## src/logic/rvPkg.sv

```systemverilog
package rvPkg;

    typedef logic [31:0] word;
    typedef logic [4:0] regIdx;

    typedef enum logic [3:0] {
        addOp,
        subOp,
        andOp,
        orOp,
        xorOp,
        sltOp,
        sltuOp,
        sllOp,
        srlOp,
        sraOp
    } aluOp;

    // Values follow the branch funct3 field
    typedef enum logic [2:0] {
        beqC  = 3'b000,
        bneC  = 3'b001,
        bltC  = 3'b100,
        bgeC  = 3'b101,
        bltuC = 3'b110,
        bgeuC = 3'b111
    } brCond;

    typedef enum logic [1:0] {
        fromAlu,
        fromMem,
        fromLink
    } wbSel;

    localparam logic [6:0] opReg    = 7'b0110011;
    localparam logic [6:0] opImm    = 7'b0010011;
    localparam logic [6:0] opLoad   = 7'b0000011;
    localparam logic [6:0] opStore  = 7'b0100011;
    localparam logic [6:0] opJal    = 7'b1101111;
    localparam logic [6:0] opJalr   = 7'b1100111;
    localparam logic [6:0] opBranch = 7'b1100011;

    localparam int memWords = 64; // Data memory depth

endpackage
```

## src/logic/resultSelect.sv

```systemverilog
`timescale 1ns/1ps

module resultSelect import rvPkg::*; (
    input  logic  rstn,
    input  logic  rstN,
    input  word   aluResult,
    input  word   storeData,
    input  word   linkAddr,
    input  logic  memWrite,
    input  logic  regWrite,
    input  wbSel  sel,
    input  regIdx rd,
    output logic  we,
    output regIdx wa,
    output word   wd
);

    word                          mem [memWords];
    logic [$clog2(memWords)-1:0] memIdx;

    assign memIdx = aluResult[7:2]; // Word address, upper bits ignored

    always_ff @(posedge rstn or negedge rstN) begin
        if (!rstN) begin
            for (int i = 0; i < memWords; i++) begin
                mem[i] <= '0;
            end
        end else if (memWrite) begin
            mem[memIdx] <= storeData;
        end
    end

    always_comb begin
        case (sel)
            fromMem:  wd = mem[memIdx];
            fromLink: wd = linkAddr;
            default:  wd = aluResult;
        endcase
    end

    assign we = regWrite && (rd != 5'd0);
    assign wa = rd;

    // Decode never marks a store as a register write
    assert property (@(posedge rstn) disable iff (!rstN) !(memWrite && regWrite));

endmodule

```

## config.mk

```make
export PLATFORM = sky130hd
export DESIGN_NAME = resultSelect
export DESIGN_NICKNAME = d
export VERILOG_FILES = /design/src/logic/rvPkg.sv /design/src/logic/resultSelect.sv
export SDC_FILE = /design/constraint.sdc
export NUM_CORES = 2
export LEC_CHECK = 0
export BUFFER_PORTS_ARGS = -buffer_cell sky130_fd_sc_hd__buf_2
export CAP_MARGIN = 20
export CORE_MARGIN = 2
export CORE_UTILIZATION = 43
export CTS_CLUSTER_DIAMETER = 150
export DETAILED_ROUTE_END_ITERATION = 12
export PLACE_DENSITY = 0.57
export SLEW_MARGIN = 20
export SYNTH_ARGS = -nofsm -noshare
export SYNTH_HDL_FRONTEND = slang
export SYNTH_SLANG_ARGS = --single-unit
```

## constraint.sdc

```tcl
create_clock -name rstn -period 3.3 [get_ports rstn]
set_clock_uncertainty 0.05 [all_clocks]
set_input_delay 0.66 -clock rstn [delete_from_list [all_inputs] [get_ports rstn]]
set_output_delay 0.66 -clock rstn [all_outputs]
set_load 0.02 [all_outputs]
```

==> impl_metrics.toml <==
[status]
status = "complete, but fails checks"
violations = "negative setup slack"

[sta]
period_share = 1.215
finalMaxSlewViolations = 0
layout_setup_ws_ns = -0.7101
finalCriticalPeriod_ns = 4.010
worstMarginPinSlew_ns = 1.240
fmax_ghz = 0.2494
slew_headroom = 0.1717
finalHoldViolations = 0
rsz0062_at_grt = "true"
setup_violations = 32

[clock_network]
numCtsBuffers = 218
cts_tree = "yes"
clk_pin_slew_worst_paths_ns = 0.06
clkLatencyLatePin_ns = 0.88
cts_buffer_depth = 3
htreeDepth = 4
cts_sinks = 2048
root_buffer = "clkbuf_16"

[worst_setup_path]
slowest_delay_ns = 0.72
crit_chain = "buf_16 -> nor2b_4 -> buf_8 -> buf_12 -> buf_4 -> o2bb2ai_1 -> a222oi_1 -> o21ai_1 -> a222oi_1 -> a21oi_1 -> buf_4 -> buf_6"
crit_arrival_ns = 3.30
critPathRequiredTime_ns = 2.59
r2r-end = "mem[793]"
r2r_slack_ns = 2.42
r2r-start = "mem[793]"
cp-end-kind = "output port"
start_kind = "input port"
critPathKind = "in2out"
startpoint = "aluResult[2]"
cp_slowest_cell = "a222oi_1"
cp_max_fo = 12
reg2reg_depth = 1

[synthesis]
synth_area_leaders = "dfrtp_1, mux2_2, a22oi_1"
yosysWarnings = 0
netlist.area_leader.share = 0.5456
ys_seq_area_frac = 0.5456
netlist_area_mm2 = 0.09393
synth_edf_count = 0
syn_nets = 7192
synthFlopType = "dfrtp_1"
synth-seq-cells = 2048
synth_area_leader_cell = "dfrtp_1"
syn_inst = 7083
ys_types = 78
async_flop_share = 1.000
synth_area_per_cell_um2 = 13.26

[floorplan]
coreArea_mm2 = 0.2172
ios = 145
die-area_mm2 = 0.2222
start_util = 0.4325
die_y_um = 471.4
rows = 171
die_x_um = 471.4

[route]
routed_wl_um = 427100
drtIter0Drc = 8790
avgViaCountPerCell = 6.677
drc = 0
drt_pass1_iterations = 7
met2_wirelength_um = 182100
route.vias.total = 73107
dr.max_layer_used = "met5"
wl_per_cell_um = 39.01
detail-route-antenna-nets = 0
met1_length_um = 166400
dr_wl_met3_um = 46760

[power]
leakage_nw = 55.18
max-vdd-ir-drop_mv = 0.4769
powerDensity_mw_per_mm2 = 544.2
totalPowerFinal_mw = 65.73

[place]
gp_congestion = 0.9485
io_buffers = 144
dp_cells = 10317
pre_cts_slack_ns = -1.280
place_hpwl_um = 272100

[cells_and_area]
final_cell_mix = "mux2_2, dfrtp_1, buf_4, a22oi_1, buf_12"
final_cells = 10949
final_common_cell = "mux2_2"
area_delta_synth_final_pct = 28.59
drive_gt1_frac = 0.5455
fillers = 17745
top_regs = "mem (2048)"
largest-register = "mem"
largest_reg_flops = 2048
nNetsFinal = 8011

[worst_hold_path]
hp-start = "storeData[13]"
hp-class = "in2reg"
holdPathEnd = "mem[429]"
holdPathStages = 2

[global_routing]
grt-ovfl-total = 0
grt_max_degree = 139
antenna_found_initial = 28
grt_pass1_vias = 72215
grt_pass1_wl_um = 586000
grt_usage = 0.3762

[job]
maxCapViolCount = 0
through the flow:
step / setup TNS (ns) / util / hold slack, ns / cell area (um^2)
floorplan: -0.1208 / - / 0.3144 / 93950
global placement: -54.36 / 0.4916 / 0.4174 / 106800
detailed placement: -67.49 / 0.4917 / 0.4256 / 106800
finish: -13.90 / 0.5562 / 0.2023 / 120800
CTS: -12.25 / 0.5464 / 0.1328 / 118700
global route: -14.58 / 0.5561 / 0.1917 / 120800
worst max path at each step:
stage | endpoint | slack, ns | depth (start not counted)
2_1_floorplan | wd[30] | -0.07 | 10
3_3_place_gp | wd[19] | -1.42 | 11
3_5_place_dp | wd[19] | -1.28 | 11
4_1_cts | wd[8] | -0.62 | 12
5_1_grt | wd[8] | -0.66 | 12
6_report | wd[8] | -0.71 | 12
per-layer routing:
metal | up-vias | GRT usage
li1 | 28345 | -
met1 | 38861 | 0.4991
met2 | 4562 | 0.5454
met3 | 1325 | 0.1050
met4 | 14 | 0.2305
met5 | - | 0
what timing repair did:
item | 4_1_cts | 5_1_grt
setup buffers | 143 | 71
gates cloned | 23 | 8
setup endpoints to repair | 32 | 32
resized for setup | 587 | 294
pin swaps | 184 | 168
hold buffers | 1 | 0
hold endpoints to repair | 90 | 0
cells in the mapped netlist (all sizes together), types with 17 or more instances:
cell / n
nand3b: 39
nand2: 124
buf: 470
a2111oi: 22
nand3: 48
clkbuf: 323
mux2: 2150
mux2i: 120
nor4: 32
dfrtp: 2048
a22o: 67
a221oi: 241
a22oi: 477
nor3: 44
or3b: 36
o22ai: 201
o2bb2ai: 17
o21ai: 87
a21oi: 102
o22a: 30
nor2: 141
o221ai: 36
critical path: cells and delay by family:
family                 cells  cell delay (ns)
AND/OR/NAND/NOR            1             0.15
buffers and inverters      6             1.00
AO/OA/AOI/OAI              5             1.46
power by group:
group	switching (mW)	leakage, nW	internal, mW
registers	1.78	27.2	28.4
clock network	10.7	3.60	14.6
logic	5.07	24.4	5.14
total	17.6	55.2	48.2
layout make-up:
cell class | instances | area (um^2) | area share
Clock buffer | 348 | 6666 | 0.05519
Inverter | 10 | 73.82 | 0.0006112
Multi-Input combinational cell | 4232 | 42500 | 0.3518
Antenna cell | 18 | 45.04 | 0.0003729
Sequential cell | 2048 | 51250 | 0.4243
Timing Repair Buffer | 1392 | 16020 | 0.1327
Clock inverter | 47 | 661.9 | 0.005480
Tap cell | 2854 | 3571 | 0.02956
logic make-up after synthesis:
| logic type | Yosys count | synth area share |
|---|---|---|
| DFF | 2048 | 0.5456 |
| adders and majority gates | 2 | 0.0002664 |
| and+or+nand+nor | 567 | 0.03269 |
| muxes | 2281 | 0.2732 |
| buffers and inverters | 803 | 0.03864 |
| AOI/OAI and AO/OA | 1382 | 0.1096 |
Note: power is estimated with default switching activity, not from simulation.
