## config.mk

```make
export PLATFORM = sky130hd
export DESIGN_NAME = instrDecode_flat
export DESIGN_NICKNAME = d
export VERILOG_FILES = /design/src/logic/rvPkg.sv /design/src/logic/ctrlIf.sv /design/src/logic/instrDecode.sv /design/src/flat_wrapper.sv
export SDC_FILE = /design/constraint.sdc
export NUM_CORES = 1
export LEC_CHECK = 0
export BUFFER_PORTS_ARGS = -buffer_cell sky130_fd_sc_hd__buf_2
export CORE_UTILIZATION = 37
export DETAILED_ROUTE_END_ITERATION = 10
export PLACE_DENSITY = 0.9
export SYNTH_ARGS = -nofsm -noshare
export SYNTH_HDL_FRONTEND = slang
export SYNTH_SLANG_ARGS = --single-unit
```

## constraint.sdc

```tcl
create_clock -name vclk -period 3.1
set_input_delay 0.62 -clock vclk [all_inputs]
set_output_delay 0.62 -clock vclk [all_outputs]
set_load 0.01 [all_outputs]
```

## src/logic/rvPkg.sv

```systemverilog
package rvPkg;

    typedef logic [31:0] word;
    typedef logic [4:0] regIdx;

    typedef enum logic [3:0] {
        addOp,
        subOp,
        andOp,
        orOp,
        xorOp,
        sltOp,
        sltuOp,
        sllOp,
        srlOp,
        sraOp
    } aluOp;

    // Values follow the branch funct3 field
    typedef enum logic [2:0] {
        beqC  = 3'b000,
        bneC  = 3'b001,
        bltC  = 3'b100,
        bgeC  = 3'b101,
        bltuC = 3'b110,
        bgeuC = 3'b111
    } brCond;

    typedef enum logic [1:0] {
        fromAlu,
        fromMem,
        fromLink
    } wbSel;

    localparam logic [6:0] opReg    = 7'b0110011;
    localparam logic [6:0] opImm    = 7'b0010011;
    localparam logic [6:0] opLoad   = 7'b0000011;
    localparam logic [6:0] opStore  = 7'b0100011;
    localparam logic [6:0] opJal    = 7'b1101111;
    localparam logic [6:0] opJalr   = 7'b1100111;
    localparam logic [6:0] opBranch = 7'b1100011;

    localparam int memWords = 64; // Data memory depth

endpackage
```

## src/logic/ctrlIf.sv

```systemverilog
`timescale 1ns/1ps

interface ctrlIf import rvPkg::*; ();

    aluOp  op;
    logic  useImm;
    word   imm;
    logic  isBranch;
    brCond cond;
    logic  isJal;
    logic  isJalr;
    logic  regWrite;
    logic  memWrite;
    wbSel  sel;
    regIdx rd;

    modport decode (
        output op, useImm, imm, isBranch, cond, isJal, isJalr,
        output regWrite, memWrite, sel, rd
    );

    modport execute (
        input op, useImm, imm, isBranch, cond, isJal, isJalr,
        input regWrite, memWrite, sel, rd
    );

endinterface

```

## src/logic/instrDecode.sv

```systemverilog
`timescale 1ns/1ps

module instrDecode import rvPkg::*; (
    input  word          instr,
    ctrlIf.decode        ctrl,
    output regIdx        rs1,
    output regIdx        rs2
);

    logic [6:0] opcode;
    logic [2:0] funct3;
    logic [6:0] funct7;
    word        immI;
    word        immS;
    word        immB;
    word        immJ;

    assign opcode = instr[6:0];
    assign funct3 = instr[14:12];
    assign funct7 = instr[31:25];
    assign rs1    = instr[19:15];
    assign rs2    = instr[24:20];

    assign immI = {{20{instr[31]}}, instr[31:20]};
    assign immS = {{20{instr[31]}}, instr[31:25], instr[11:7]};
    assign immB = {{19{instr[31]}}, instr[31], instr[7], instr[30:25], instr[11:8], 1'b0};
    assign immJ = {{11{instr[31]}}, instr[31], instr[19:12], instr[20], instr[30:21], 1'b0};

    always_comb begin
        ctrl.op       = addOp; // Unsupported encodings fall out as a no-op
        ctrl.useImm   = 1'b0;
        ctrl.imm      = immI;
        ctrl.isBranch = 1'b0;
        ctrl.cond     = beqC;
        ctrl.isJal    = 1'b0;
        ctrl.isJalr   = 1'b0;
        ctrl.regWrite = 1'b0;
        ctrl.memWrite = 1'b0;
        ctrl.sel      = fromAlu;
        ctrl.rd       = instr[11:7];
        case (opcode)
            opReg: begin
                ctrl.regWrite = 1'b1;
                if (funct7 == 7'b0000000) begin
                    case (funct3)
                        3'b000:  ctrl.op = addOp;
                        3'b001:  ctrl.op = sllOp;
                        3'b010:  ctrl.op = sltOp;
                        3'b011:  ctrl.op = sltuOp;
                        3'b100:  ctrl.op = xorOp;
                        3'b101:  ctrl.op = srlOp;
                        3'b110:  ctrl.op = orOp;
                        default: ctrl.op = andOp;
                    endcase
                end else if (funct7 == 7'b0100000 && funct3 == 3'b000) begin
                    ctrl.op = subOp;
                end else if (funct7 == 7'b0100000 && funct3 == 3'b101) begin
                    ctrl.op = sraOp;
                end else begin
                    ctrl.regWrite = 1'b0;
                end
            end
            opImm: begin
                ctrl.useImm   = 1'b1;
                ctrl.regWrite = 1'b1;
                case (funct3)
                    3'b000: ctrl.op = addOp;
                    3'b010: ctrl.op = sltOp;
                    3'b011: ctrl.op = sltuOp;
                    3'b100: ctrl.op = xorOp;
                    3'b110: ctrl.op = orOp;
                    3'b111: ctrl.op = andOp;
                    3'b001: begin
                        ctrl.op       = sllOp;
                        ctrl.regWrite = (funct7 == 7'b0000000);
                    end
                    default: begin // SRLI or SRAI
                        ctrl.op       = instr[30] ? sraOp : srlOp;
                        ctrl.regWrite = (funct7 == 7'b0000000) || (funct7 == 7'b0100000);
                    end
                endcase
            end
            opLoad: begin
                if (funct3 == 3'b010) begin
                    ctrl.useImm   = 1'b1;
                    ctrl.regWrite = 1'b1;
                    ctrl.sel      = fromMem;
                end
            end
            opStore: begin
                if (funct3 == 3'b010) begin
                    ctrl.useImm   = 1'b1;
                    ctrl.imm      = immS;
                    ctrl.memWrite = 1'b1;
                end
            end
            opJal: begin
                ctrl.imm      = immJ;
                ctrl.isJal    = 1'b1;
                ctrl.regWrite = 1'b1;
                ctrl.sel      = fromLink;
            end
            opJalr: begin
                if (funct3 == 3'b000) begin
                    ctrl.useImm   = 1'b1;
                    ctrl.isJalr   = 1'b1;
                    ctrl.regWrite = 1'b1;
                    ctrl.sel      = fromLink;
                end
            end
            opBranch: begin
                ctrl.imm = immB;
                if (funct3 != 3'b010 && funct3 != 3'b011) begin
                    ctrl.isBranch = 1'b1;
                    ctrl.cond     = brCond'(funct3);
                end
            end
            default: ;
        endcase
    end

endmodule

```

## src/flat_wrapper.sv

```systemverilog
// flat-port wrapper written by rule: the top's interface ports become plain ports
module instrDecode_flat import rvPkg::*;
  (instr, rs1, rs2, ctrl_op, ctrl_useImm, ctrl_imm, ctrl_isBranch, ctrl_cond, ctrl_isJal, ctrl_isJalr, ctrl_regWrite, ctrl_memWrite, ctrl_sel, ctrl_rd);
  ctrlIf ctrl_i ();
  input  word instr;
  output regIdx rs1;
  output regIdx rs2;
  output wire logic [$bits(ctrl_i.op)-1:0] ctrl_op;
  output wire logic [$bits(ctrl_i.useImm)-1:0] ctrl_useImm;
  output wire logic [$bits(ctrl_i.imm)-1:0] ctrl_imm;
  output wire logic [$bits(ctrl_i.isBranch)-1:0] ctrl_isBranch;
  output wire logic [$bits(ctrl_i.cond)-1:0] ctrl_cond;
  output wire logic [$bits(ctrl_i.isJal)-1:0] ctrl_isJal;
  output wire logic [$bits(ctrl_i.isJalr)-1:0] ctrl_isJalr;
  output wire logic [$bits(ctrl_i.regWrite)-1:0] ctrl_regWrite;
  output wire logic [$bits(ctrl_i.memWrite)-1:0] ctrl_memWrite;
  output wire logic [$bits(ctrl_i.sel)-1:0] ctrl_sel;
  output wire logic [$bits(ctrl_i.rd)-1:0] ctrl_rd;
  assign ctrl_op = ctrl_i.op;
  assign ctrl_useImm = ctrl_i.useImm;
  assign ctrl_imm = ctrl_i.imm;
  assign ctrl_isBranch = ctrl_i.isBranch;
  assign ctrl_cond = ctrl_i.cond;
  assign ctrl_isJal = ctrl_i.isJal;
  assign ctrl_isJalr = ctrl_i.isJalr;
  assign ctrl_regWrite = ctrl_i.regWrite;
  assign ctrl_memWrite = ctrl_i.memWrite;
  assign ctrl_sel = ctrl_i.sel;
  assign ctrl_rd = ctrl_i.rd;
  instrDecode u_core (.instr(instr), .ctrl(ctrl_i), .rs1(rs1), .rs2(rs2));
endmodule
```

==> reports/qor.txt <==
LAYOUT
----------------------------------------------------------------------------------
Fraction of layout cells with a size suffix above 1                          61.7%
Layout net count                                                               201
Diode count                                                                      0
Post-layout instance area                                                997 sq um
Sequential cell area                                                       0 sq um
Signed area change from the synthesized netlist to the final layout          32.0%
Sequential cell count                                                            0
Clock buffer cells                                                               0

YOSYS
----------------------------------------------------------------------------------
Count of warnings emitted by yosys                                               0
Number of standard cells after synthesis                                       110
Netlist area before placement                                            756 sq um
Largest area contributor in the netlist                               sky130_fd_sc_hd__buf_4
Share of the synthesized area in the top cell type                           32.8%
Post-synth cell types                                                           36
Number of nets produced by synthesis                                           142
Share of synthesized area occupied by flip-flops and latches                    0%
Mapped Avg Cell Area                                                    6.87 sq um
Leading post-synthesis cells by cell area                             sky130_fd_sc_hd__buf_4 33%, sky130_fd_sc_hd__a21o_1 11%, sky130_fd_sc_hd__mux2_2 6.0%

POWER AND IR DROP
----------------------------------------------------------------------------------
Pwr/cell area                                                          117 mW/mm^2
Static Leakage                                                         0.000612 uW
Maximum VDD drop                                                           49.0 uV

CLOCK TREE
----------------------------------------------------------------------------------
Cts hold-fix bufs                                                                0
Number of setup buffers added after CTS                                          0
Post-CTS Resized                                                                 0

GLOBAL ROUTING
----------------------------------------------------------------------------------
Initial antenna violation count                                                  0
Gr ovfl total                                                                    0
Maximum number of pins on one net before global-route repair                    15
Most congested layer reported by global routing                               met2
Wire length of the first global-routing pass                               2.97 mm
Global Route met1 Usage                                                      22.0%
Total routing usage reported by global routing                               17.8%
Via count of the first global-routing pass                                     729
Grt met2 use                                                                 36.1%
Met3 routing resource usage after global routing                                0%

DIE
----------------------------------------------------------------------------------
Initial Util                                                                 41.5%
Count of pins on the block boundary                                             94
Standard-cell rows                                                              15
Core outline area                                                     0.00182 sq mm
Die footprint                                                         0.00223 sq mm
Overall die width                                                     47.2 microns
Vertical die dimension                                                47.2 microns

STA
----------------------------------------------------------------------------------
Measured slew at the worst slew-check pin                                 0.571 ns
Setup TNS                                                                     0 ns
RSZ-0062 raised after global routing                                         false
Headroom to the max-slew limit                                               61.9%
Final Critical Period                                                      2.87 ns
Pins over their slew limit                                                       0
Final number of hold-violating endpoints                                         0
Final count of negative-setup-slack endpoints                                    0
Achievable Freq                                                            348 MHz
Worst Hold Slack                                                           1.44 ns
PnR worst setup slack                                                     0.226 ns
Post-route clock period utilization                                          92.7%

SETUP PATH
----------------------------------------------------------------------------------
Startpoint-to-endpoint class of the critical path                        in -> out
Critical path startpoint                                                  instr[2]
Critical path endpoint category                                         output pin
Data arrival time at the worst-slack endpoint                              2.25 ns
Crit Path Max Fanout                                                             5
Required time at the endpoint of the critical path                         2.48 ns
Critical path launch point type                                       primary input

OUTCOME
----------------------------------------------------------------------------------
Status                                                                finished, final reports clean

DRT
----------------------------------------------------------------------------------
Detailed-route DRC error count                                                   0
Pre-Repair DR Iteration Count                                                    4
Routed vias/inst                                                              4.90
Routed WL                                                                  2.13 mm
Violation count after the first detailed-routing iteration                      10
Count of antenna-violating nets left after detailed routing                      0
Via count                                                                      941
Average wire per standard cell                                        11.1 microns

PLACED DESIGN
----------------------------------------------------------------------------------
Minimum setup slack after placement                                       0.219 ns
Quantity of I/O buffers inserted on ports                                       94
Detailed placement HPWL                                                    1.87 mm
Placed cell areas                                                        997 sq um
Routability cong.                                                            0.767

WORST HOLD PATH
----------------------------------------------------------------------------------
Origin of the worst min-delay path                                       instr[22]
Hold/Removal Path Class                                                  in -> out
Instance count along the most critical hold path                                 2

FLOW RUN
----------------------------------------------------------------------------------
Max Cap Viol                                                                     0

cells by family after synthesis:
| group | synth area share (%) |
|---|---|
| buf+inv | 37.4 |
| simple gates | 27.5 |
| compound gates | 26.7 |
| mux | 7.28 |
| xor+xnor | 1.16 |
power by group:
group          internal (uW)  switching [uW]
combinational           53.1            63.1
sequential                 0               0
clock                      0               0
path summary, 6_finish.rpt:
kind / endpoint / slack (ns)
setup / recovery: ctrl_op[0] / 0.23
hold / removal: rs2[2] / 1.44
area by class of cell:
class / instances / area [sq um]
fill: 192 / 823
tap: 25 / 31.3
timing repair buffer: 95 / 478
multi-input combinational: 68 / 473
inverter: 4 / 15.0
placed cells by master, fill, tap and decap left out:
master                      instances
sky130_fd_sc_hd__nor4_1             1
sky130_fd_sc_hd__or4b_1             1
sky130_fd_sc_hd__or3_1              2
sky130_fd_sc_hd__a32o_1             1
sky130_fd_sc_hd__nor2b_1            2
sky130_fd_sc_hd__inv_1              4
sky130_fd_sc_hd__or3b_4             1
sky130_fd_sc_hd__mux2i_1            1
sky130_fd_sc_hd__nor3_1             2
sky130_fd_sc_hd__xor2_1             1
sky130_fd_sc_hd__o21bai_1           1
sky130_fd_sc_hd__a41oi_1            1
sky130_fd_sc_hd__and2_1             1
sky130_fd_sc_hd__mux2_2             4
sky130_fd_sc_hd__a22o_1             1
sky130_fd_sc_hd__nand4bb_4          1
sky130_fd_sc_hd__nand2_1            5
sky130_fd_sc_hd__a211oi_2           1
sky130_fd_sc_hd__o311ai_0           1
sky130_fd_sc_hd__a211oi_1           2
sky130_fd_sc_hd__o21ai_0            1
sky130_fd_sc_hd__o22ai_1            1
sky130_fd_sc_hd__nor2_1            12
sky130_fd_sc_hd__a2111oi_0          1
sky130_fd_sc_hd__a21oi_1            3
sky130_fd_sc_hd__o21ai_1            1
sky130_fd_sc_hd__nand4_1            2
sky130_fd_sc_hd__nand3_1            1
sky130_fd_sc_hd__buf_4              1
sky130_fd_sc_hd__o21a_1             1
sky130_fd_sc_hd__nand2b_1           2
sky130_fd_sc_hd__a21o_1            11
sky130_fd_sc_hd__nor4b_1            1
sky130_fd_sc_hd__or3b_2             1
sky130_fd_sc_hd__buf_2             94
synthesized netlist by cell type (2+ instances only):
cell type,n
sky130_fd_sc_hd__a21oi_1,3
sky130_fd_sc_hd__a21o_1,11
sky130_fd_sc_hd__mux2_2,4
sky130_fd_sc_hd__nor3_1,2
sky130_fd_sc_hd__inv_1,4
sky130_fd_sc_hd__nor2_1,12
sky130_fd_sc_hd__or3_1,2
sky130_fd_sc_hd__nand2_1,5
sky130_fd_sc_hd__nand4_1,2
sky130_fd_sc_hd__a211oi_1,2
sky130_fd_sc_hd__nor2b_1,2
sky130_fd_sc_hd__clkbuf_1,4
sky130_fd_sc_hd__buf_4,33
sky130_fd_sc_hd__nand2b_1,2
per-stage QoR:
| step | total power (uW) | instances | util [%] |
|---|---|---|---|
| after floorplan | 84.4 | 110 | - |
| after global placement | 115 | 192 | 54.8 |
| after detailed placement | 117 | 192 | 54.8 |
| after CTS | 117 | 192 | 54.8 |
| after global routing | 129 | 192 | 54.8 |
| final | 116 | 192 | 54.8 |
per-layer routing:
layer,part of all wire [%],vias up
li1,-,470
met1,40,415
met2,53,56
met3,7.8,0
met4,0,0
met5,0,-
critical path: stages:
cell                        delay (ns)
sky130_fd_sc_hd__buf_2            0.12
sky130_fd_sc_hd__nand4bb_4        0.24
sky130_fd_sc_hd__or3b_4           0.42
sky130_fd_sc_hd__or4b_1           0.51
sky130_fd_sc_hd__a211oi_2         0.18
sky130_fd_sc_hd__buf_2            0.15
No activity file was read; power rests on OpenSTA's default activity.
